## src/hw/mem_types_pkg.sv

```systemverilog
// shared memory types
// word, address, state and bus definitions

package mem_types_pkg;

  // a data or instruction word
  typedef logic [31:0] word_t;

  // word address
  typedef logic [15:0] addr_t;

  // ram port state
  typedef enum logic [1:0] {
    FREE,
    BUSY,
    ACCESS
  } ram_state_t;

  // controller fsm
  typedef enum logic [3:0] {
    IDLE,
    ARBITER,
    SNOOP,
    WRITE_BACK_0,
    WRITE_BACK_1,
    FETCH_CACHE_0,
    FETCH_CACHE_1,
    MISS_0,
    MISS_1
  } mc_state_t;

  // from one core (icache and dcache together)
  typedef struct packed {
    logic  iren;
    logic  dren;
    logic  dwen;
    addr_t iaddr;
    addr_t daddr;
    word_t dstore;
    logic  cctrans;
    logic  ccwrite;
  } core_req_t;

  // back to one core
  typedef struct packed {
    logic  iwait;
    logic  dwait;
    word_t iload;
    word_t dload;
    logic  ccwait;
    logic  ccinv;
    addr_t ccsnoopaddr;
  } core_resp_t;

  // controller to ram
  typedef struct packed {
    logic  ren;
    logic  wen;
    addr_t addr;
    word_t store;
  } ram_req_t;

  // ram to controller
  typedef struct packed {
    word_t      load;
    ram_state_t state;
  } ram_resp_t;

endpackage

```

## src/hw/memory_control.sv

```systemverilog
// memory controller
// arbitration, snooping and ram routing for two cores

`timescale 1ns/100ps

module memory_control (
  input  logic                     CLK,
  input  logic                     nRST,
  input  mem_types_pkg::core_req_t  req [2],
  output mem_types_pkg::core_resp_t resp [2],
  output mem_types_pkg::ram_req_t   ram_req,
  input  mem_types_pkg::ram_resp_t  ram_resp
);
  import mem_types_pkg::*;

  mc_state_t state;
  mc_state_t next_state;
  logic      active;
  logic      next_active;
  logic      peer;
  logic      any_data;
  logic      ram_done;

  assign peer     = ~active;
  assign any_data = req[0].dren | req[0].dwen | req[1].dren | req[1].dwen;
  assign ram_done = (ram_resp.state == ACCESS);

  always_ff @(posedge CLK, negedge nRST) begin
    if (!nRST) begin
      state  <= IDLE;
      active <= 1'b0;
    end else begin
      state  <= next_state;
      active <= next_active;
    end
  end

  // next state and active core
  always_comb begin
    next_state  = state;
    next_active = active;
    case (state)
      IDLE: begin
        if (any_data)
          next_state = ARBITER;
      end
      ARBITER: begin
        // core 0 wins a tie
        next_active = (req[0].dren || req[0].dwen) ? 1'b0 : 1'b1;
        next_state  = SNOOP;
      end
      SNOOP: begin
        if (req[active].dwen)
          next_state = WRITE_BACK_0;
        else if (req[peer].cctrans)
          next_state = FETCH_CACHE_0;
        else
          next_state = MISS_0;
      end
      WRITE_BACK_0: begin
        if (ram_done)
          next_state = WRITE_BACK_1;
      end
      WRITE_BACK_1: begin
        if (ram_done)
          next_state = IDLE;
      end
      FETCH_CACHE_0: begin
        next_state = FETCH_CACHE_1;
      end
      FETCH_CACHE_1: begin
        next_state = IDLE;
      end
      MISS_0: begin
        if (ram_done)
          next_state = MISS_1;
      end
      MISS_1: begin
        if (ram_done)
          next_state = IDLE;
      end
      default: begin
        next_state = IDLE;
      end
    endcase
  end

  // ram routing, waits and coherence signals
  always_comb begin
    ram_req = '0;
    for (int i = 0; i < 2; i++) begin
      resp[i].iwait       = 1'b1;
      resp[i].dwait       = 1'b1;
      resp[i].iload       = ram_resp.load;
      resp[i].dload       = ram_resp.load;
      resp[i].ccwait      = 1'b0;
      resp[i].ccsnoopaddr = '0;
    end

    // invalidate the other core on an announced write
    resp[0].ccinv = req[1].cctrans & req[1].ccwrite;
    resp[1].ccinv = req[0].cctrans & req[0].ccwrite;

    case (state)
      IDLE: begin
        // fetches only while no data request is waiting
        if (!any_data) begin
          if (req[0].iren) begin
            ram_req.ren   = 1'b1;
            ram_req.addr  = req[0].iaddr;
            resp[0].iwait = ~ram_done;
          end else if (req[1].iren) begin
            ram_req.ren   = 1'b1;
            ram_req.addr  = req[1].iaddr;
            resp[1].iwait = ~ram_done;
          end
        end
      end
      WRITE_BACK_0, WRITE_BACK_1: begin
        ram_req.wen        = 1'b1;
        ram_req.addr       = req[active].daddr;
        ram_req.store      = req[active].dstore;
        resp[active].dwait = ~ram_done;
      end
      MISS_0, MISS_1: begin
        ram_req.ren        = 1'b1;
        ram_req.addr       = req[active].daddr;
        resp[active].dwait = ~ram_done;
      end
      FETCH_CACHE_0, FETCH_CACHE_1: begin
        // peer supplies the word, one per cycle
        resp[active].dwait = 1'b0;
        resp[active].dload = req[peer].dstore;
      end
      default: begin
      end
    endcase

    // peer is held off while the active core owns the line
    if (state inside {SNOOP, WRITE_BACK_0, WRITE_BACK_1, FETCH_CACHE_0, FETCH_CACHE_1}) begin
      resp[peer].ccwait      = 1'b1;
      resp[peer].ccsnoopaddr = req[active].daddr;
    end
  end

  a_ram_kind: assert property (
    @(posedge CLK) disable iff (!nRST) !(ram_req.ren && ram_req.wen)
  ) else $error("ram ren and wen high together");

  a_one_grant: assert property (
    @(posedge CLK) disable iff (!nRST)
      $countones({resp[0].iwait, resp[0].dwait, resp[1].iwait, resp[1].dwait}) >= 3
  ) else $error("more than one wait low in a cycle");

  // a core must hold its request until served
  for (genvar g = 0; g < 2; g++) begin : g_hold
    a_dren_hold: assert property (
      @(posedge CLK) disable iff (!nRST)
        (req[g].dren && resp[g].dwait) |=> (req[g].dren && $stable(req[g].daddr))
    ) else $error("core %0d dropped dren before dwait", g);

    a_dwen_hold: assert property (
      @(posedge CLK) disable iff (!nRST)
        (req[g].dwen && resp[g].dwait) |=> (req[g].dwen && $stable(req[g].daddr))
    ) else $error("core %0d dropped dwen before dwait", g);

    a_iren_hold: assert property (
      @(posedge CLK) disable iff (!nRST)
        (req[g].iren && resp[g].iwait) |=> (req[g].iren && $stable(req[g].iaddr))
    ) else $error("core %0d dropped iren before iwait", g);
  end

endmodule

```

## config.mk

```make
export PLATFORM = sky130hd
export DESIGN_NAME = memory_control
export DESIGN_NICKNAME = d
export VERILOG_FILES = /design/src/hw/mem_types_pkg.sv /design/src/hw/memory_control.sv
export SDC_FILE = /design/constraint.sdc
export NUM_CORES = 1
export LEC_CHECK = 0
export ABC_AREA = 1
export BUFFER_PORTS_ARGS = -buffer_cell sky130_fd_sc_hd__buf_2
export CAP_MARGIN = 20
export CORE_AREA = 5 5 148 150
export DETAILED_ROUTE_END_ITERATION = 6
export DIE_AREA = 0 0 153 155
export PLACE_DENSITY = 0.51
export RECOVER_POWER = 25
export SYNTH_ARGS = -nofsm -noshare
export SYNTH_HDL_FRONTEND = slang
export SYNTH_SLANG_ARGS = --single-unit
```

## constraint.sdc

```tcl
create_clock -name CLK -period 1.65 [get_ports CLK]
set_input_delay 0.33 -clock CLK [delete_from_list [all_inputs] [get_ports CLK]]
set_output_delay 0.33 -clock CLK [all_outputs]
set_load 0.01 [all_outputs]
```

Word-level counts from Yosys, hierarchy flattened
Index checks and enable logic that the tools add are counted.
{"block": "op_classes", "n_addsub": 0, "div_mod_pow": 0, "muxes": 47, "n_shift": 0, "n_mul": 0, "bitwise": 9, "reduce_logical": 11, "order_cmp": 4, "n_eq_ne": 13}
{"op": "bitwise mux 168 bit", "n": 5}
{"op": "demux 84 bit (select 1 bit)", "n": 4}
{"op": "one-hot mux 83 bit (2 select lines)", "n": 2}
{"op": "2-to-1 mux 67 bit", "n": 3}
{"op": "2-to-1 mux 168 bit", "n": 1}
{"op": "2-to-1 mux 34 bit", "n": 3}
{"op": "2-to-1 mux 83 bit", "n": 1}
{"op": "2-to-1 mux 16 bit", "n": 4}
{"op": "2-to-1 mux 50 bit", "n": 1}
{"op": "2-to-1 mux 32 bit", "n": 1}
{"op": "one-hot mux 16 bit (2 select lines)", "n": 1}
{"op": "one-hot mux 4 bit (7 select lines)", "n": 1}
{"op": "2-to-1 mux 18 bit", "n": 1}
{"op": "equality test 4 x 3 -> 1 bit, second input constant", "n": 4}
{"op": "2-to-1 mux 4 bit", "n": 4}
{"op": "2-to-1 mux 1 bit", "n": 10}
{"op": "equality test 4 x 2 -> 1 bit, second input constant", "n": 2}
{"op": "OR reduction 2 bit", "n": 4}
{"op": "!= test 2 bit, second input constant", "n": 3}
{"op": "one-hot mux 1 bit (3 select lines)", "n": 2}
{"op": "nonzero test 5 bit", "n": 1}
{"op": "equality test 4 x 1 -> 1 bit, second input constant", "n": 1}
{"op": "equality test 4 bit, second input constant", "n": 1}
{"op": "greater-or-equal comparator 2 bit, second input constant", "n": 2}
{"op": "15 further kinds", "n": 22}
{"block": "word_totals", "ff_bits": 5, "in_bits": 174, "elab_cells": 86, "ram_bits": 0, "mem_count": 0, "output_inout_bits": 218, "romBits": 0, "latchBits": 0}

Depth between registers and ports, before layout
{"block": "depth", "word_depth": 11, "ltp_mapped": 9}

Least setup slack after synthesis
Ideal clock, no wire load.
{"block": "synth_path", "kind": "flip-flop to output port", "start": "register state[3]", "end": "output ram_req[12] in the netlist's numbering", "arrival_time_ns": 1.397, "path_stages_with_launch": 7, "path_buffers": 1, "slack_ns": -0.077, "path_cell_list": "dfrtp_1 nor2_1 nand2_1 nand2_2 inv_2 buf_4 a211oi_1"}
{"element": "start, declared", "line": "memory_control.sv:16", "source": "mc_state_t state;"}
{"element": "start signal, assigned", "line": "memory_control.sv:33", "source": "state <= next_state;"}
{"element": "end, declared", "line": "memory_control.sv:11", "source": "output mem_types_pkg::ram_req_t ram_req,"}

==> summary.md <==
| Metric | Value |
|---|---|
| Final hold viol count | 0 |
| Setup TNS | -52.55 ns |
| Post-Route WL | 22.6 mm |
| Highest-count cells in the layout ignoring fill and taps | 354 x buf_2, 108 x nand2_1, 92 x nor2_1, 72 x inv_1, 53 x buf_4 |
| Clk root buf | clkbuf_16 |
| # setup viols final | approximately 150 |
| Starting density of the core | 15.2% |
| TritonRoute pass-1 iters | 4 |
| Post-synthesis net count | 807 |
| Synth unique cells | 28 |
| Die ar. | 0.0237 mm^2 |
| Critical path fanouts, max | 9 |
| Worst-Skew Late Latency | 0.23 ns |
| Maximum buffer depth of the clock tree | 2 |
| Slew headroom | slightly above 80% |
| Iter 0 DRT Violations | ~380 |
| I/O pin total | around 390 |
| Synth-to-layout area growth | 117% |
| CP startpoint kind | flip-flop |
| Pint | 5.50 mW |
| Req. time, crit path | 1.32 ns |
| Synth Instances | 633 |
| TritonCTS buffer count | 3 |
| Antenna violations before repair | 0 |
| Average wire per standard cell | 17.4 um |
| CP top delay family | buffers and inverters |
| Crit path DAT | 1.77 ns |
| Asr flop ratio synth | between 90% and 100% |
| Antenna Nets Post-Route | 0 |
| Placed Cells incl. Taps | roughly 1300 |
| Core Region | just over 0.02 mm^2 |
| Pin slew with the least headroom to its limit | 0.267 ns |
| Largest net degree at the start of global routing | 40 |
| Vias in the first global route | 5245 |
| FP Rows | 53 |
| DR vias | about 5600 |
| Number of synthesized flops with an enable pin | 0 |
| First-pass GRT wire length | 29.4 mm |
| RSZ-0062 raised after global routing | true |
| RePlAce Congestion | 0.912 |
| Dpl hpwl | 16.9 mm |
| CP max stage cell | dfrtp_1 |
| Average cell area after synthesis | 4.93 um^2 |
| GRT Resource Usage Total | 15.2% |
| Top_reg_cell synth | dfrtp_1 |
| Max Cap Violations | 0 |
| Filler cells | ~2300 |
| Tcrit/Tclk final | 127% |
| Hold Path Origin | ram_resp[0] |
| Failing checks | setup timing |
| Period minus WS final | 2.10 ns |
| Worst-path clk slew | 0.03 ns |
| IO buf count | 391 |
| Synthesized area | around 0.0031 mm^2 |
| Hold Crit Class | in2reg |
| Clock Sinks | 5 |
| Synthesis Warnings | 0 |
| Outcome | finished with violations |
| Vias per std cell | between 4 and 5 |
| Htree depth | 1 |
| Commonest non-fill, non-tap cell in the layout | buf_2 |
| Flip-flop and latch count after synthesis | 5 |
| P_leak | about 4 nW |
| NetSw | between 6 and 7 mW |
| Sequential fraction of the synthesis area | 4.01% |
| CP Cell Sequence | buf_4 -> nor2_4 -> nand2_2 -> nand2_4 -> inv_8 -> nand3b_4 -> clkbuf_16 -> nand3_1 -> inv_1 -> buf_2 |
| Setup crit end kind | output port |
| Share of layout cells above drive strength 1 | roughly three fifths |
| CP startpoint | state[2]$_DFFE_PN0P_ |
| Antenna diodes | 0 |
| Worst hold slack | 0.490 ns |
| Die H | about 160 um |
| Fin worst setup slack | -0.446 ns |
| DRC | 0 |
| Power share of the sequential group | 2.6% |
| Kind of critical path | reg2out |
| CP Buf/Inv Count | 5 |
| FF-to-FF Start | state[2]$_DFFE_PN0P_ |
| Worst Skew | approximately 0.0001 ns |
| Register area | 133 um^2 |
| Die width | 153 um |
| Power per Cell Area | 1710 mW/mm^2 |
| CTS tree | done |
| Critical Path Max Stage Delay | 0.40 ns |
| VDD IR max | 0.000695 V |
| Clock share of power | 3.4% |
| Global route overflow | 0 |
| Fmax | between 400 and 500 MHz |
| Switching share of total power | 52.6% |
| Final #Nets | 1195 |
| Proportion of power drawn by combinational gates | 94.0% |
| Multi-input gate area | around 0.0026 mm^2 |
| Max Slew Vio Count | 0 |
| Fin cells | around 1300 |
[cell families (layout without fill, tap and decap cells)]
logic type	count (synthesis)	after routing	share of synthesized area, %
AOI/OAI and AO/OA	105	105	19.6
buffers and inverters	188	575	29.2
DFF	5	5	4.01
muxes	4	4	1.44
and+or+nand+nor	331	331	45.8
[registers in the layout (all words and copies together), names as in the netlist]
signal / cells
state: 4
active: 1
[power groups by stage]
stage | Clock, mW | Combinational [mW] | Sequential [mW]
floorplan | 0 | 4.38 | 0.236
global placement | 0 | 7.94 | 0.260
detailed placement | 0 | 7.92 | 0.263
CTS | 0.402 | 9.07 | 0.294
global route | 0.408 | 11.7 | 0.308
finish | 0.396 | 10.9 | 0.299
[cells in the mapped netlist (3+ instances only)]
| master | count | area share, % |
|---|---|---|
| inv_2 | 5 | 0.60 |
| a22oi_1 | 16 | 3.8 |
| nor2_1 | 97 | 12 |
| nand2_1 | 148 | 18 |
| a21oi_1 | 5 | 0.80 |
| nor2_4 | 4 | 1.4 |
| nand3_1 | 46 | 7.4 |
| nor3_1 | 21 | 3.4 |
| o21ai_1 | 17 | 2.7 |
| buf_4 | 38 | 9.1 |
| buf_2 | 25 | 4.0 |
| o21ai_0 | 49 | 7.9 |
| mux2_2 | 4 | 1.4 |
| inv_1 | 79 | 9.5 |
| o211ai_1 | 9 | 2.2 |
| nand3_2 | 4 | 1.3 |
| nand4_1 | 3 | 0.60 |
| clkbuf_1 | 36 | 4.3 |
| dfrtp_1 | 5 | 4.0 |
| buf_6 | 4 | 1.4 |
| a211oi_1 | 9 | 2.2 |
[repair_timing]
action,in CTS,in global routing
endpoints found under the setup margin,152,155
buffers inserted,17,8
hold endpoints to repair,5,0
pin swaps,6,3
hold buffers,1,0
gates cloned,1,14
resized for setup,90,146
[through the flow]
stage | setup WS, ns | area (um^2) | power [mW] | util (%)
after floorplan | -0.0570 | 3210 | 4.61 | -
after global placement | -0.200 | 5490 | 8.21 | 26.7
after detailed placement | -0.271 | 5490 | 8.19 | 26.7
after CTS | -0.431 | 6020 | 9.77 | 29.3
after global routing | -0.533 | 6790 | 12.4 | 33.0
final | -0.446 | 6790 | 11.6 | 33.0
[routing by layer]
metal	vias to the layer above	GRT usage (%)	wire, um
met1	2553	19.5	9130
met2	266	27.4	11600
met3	37	2.53	1280
met4	0	2.63	569
li1	2735	-	-
met5	-	0	0
[cell type report]
| type | instances | share of cell area [%] |
|---|---|---|
| clock buffers | 4 | 1.16 |
| inverters | 84 | 5.02 |
| multi-input cells | 440 | 38.7 |
| flip-flops and latches | 5 | 1.95 |
| well taps | 275 | 5.07 |
| repair buffers | 487 | 48.1 |
[final timing paths]
kind                                   endpoint  slack [ns]  cells past startpoint
min in group asynchronous  state[2]$_DFFE_PN0P_        0.50                      2
max reg2reg                state[1]$_DFFE_PN0P_       -0.39                     13
min reg2reg                state[3]$_DFFE_PN0P_        0.58                      2
min                        state[0]$_DFFE_PN0P_        0.49                      6
max                                    resp[85]       -0.45                     10
max in group asynchronous    active$_DFFE_PN0N_        0.91                      2
[tightest hold or removal path: stages]
cell     delay (ns)
buf_2          0.07
nor2_1         0.05
inv_1          0.08
nand2_1        0.06
nand2_1        0.06
a21oi_1        0.04
Note: power is estimated with default switching activity, not from simulation.
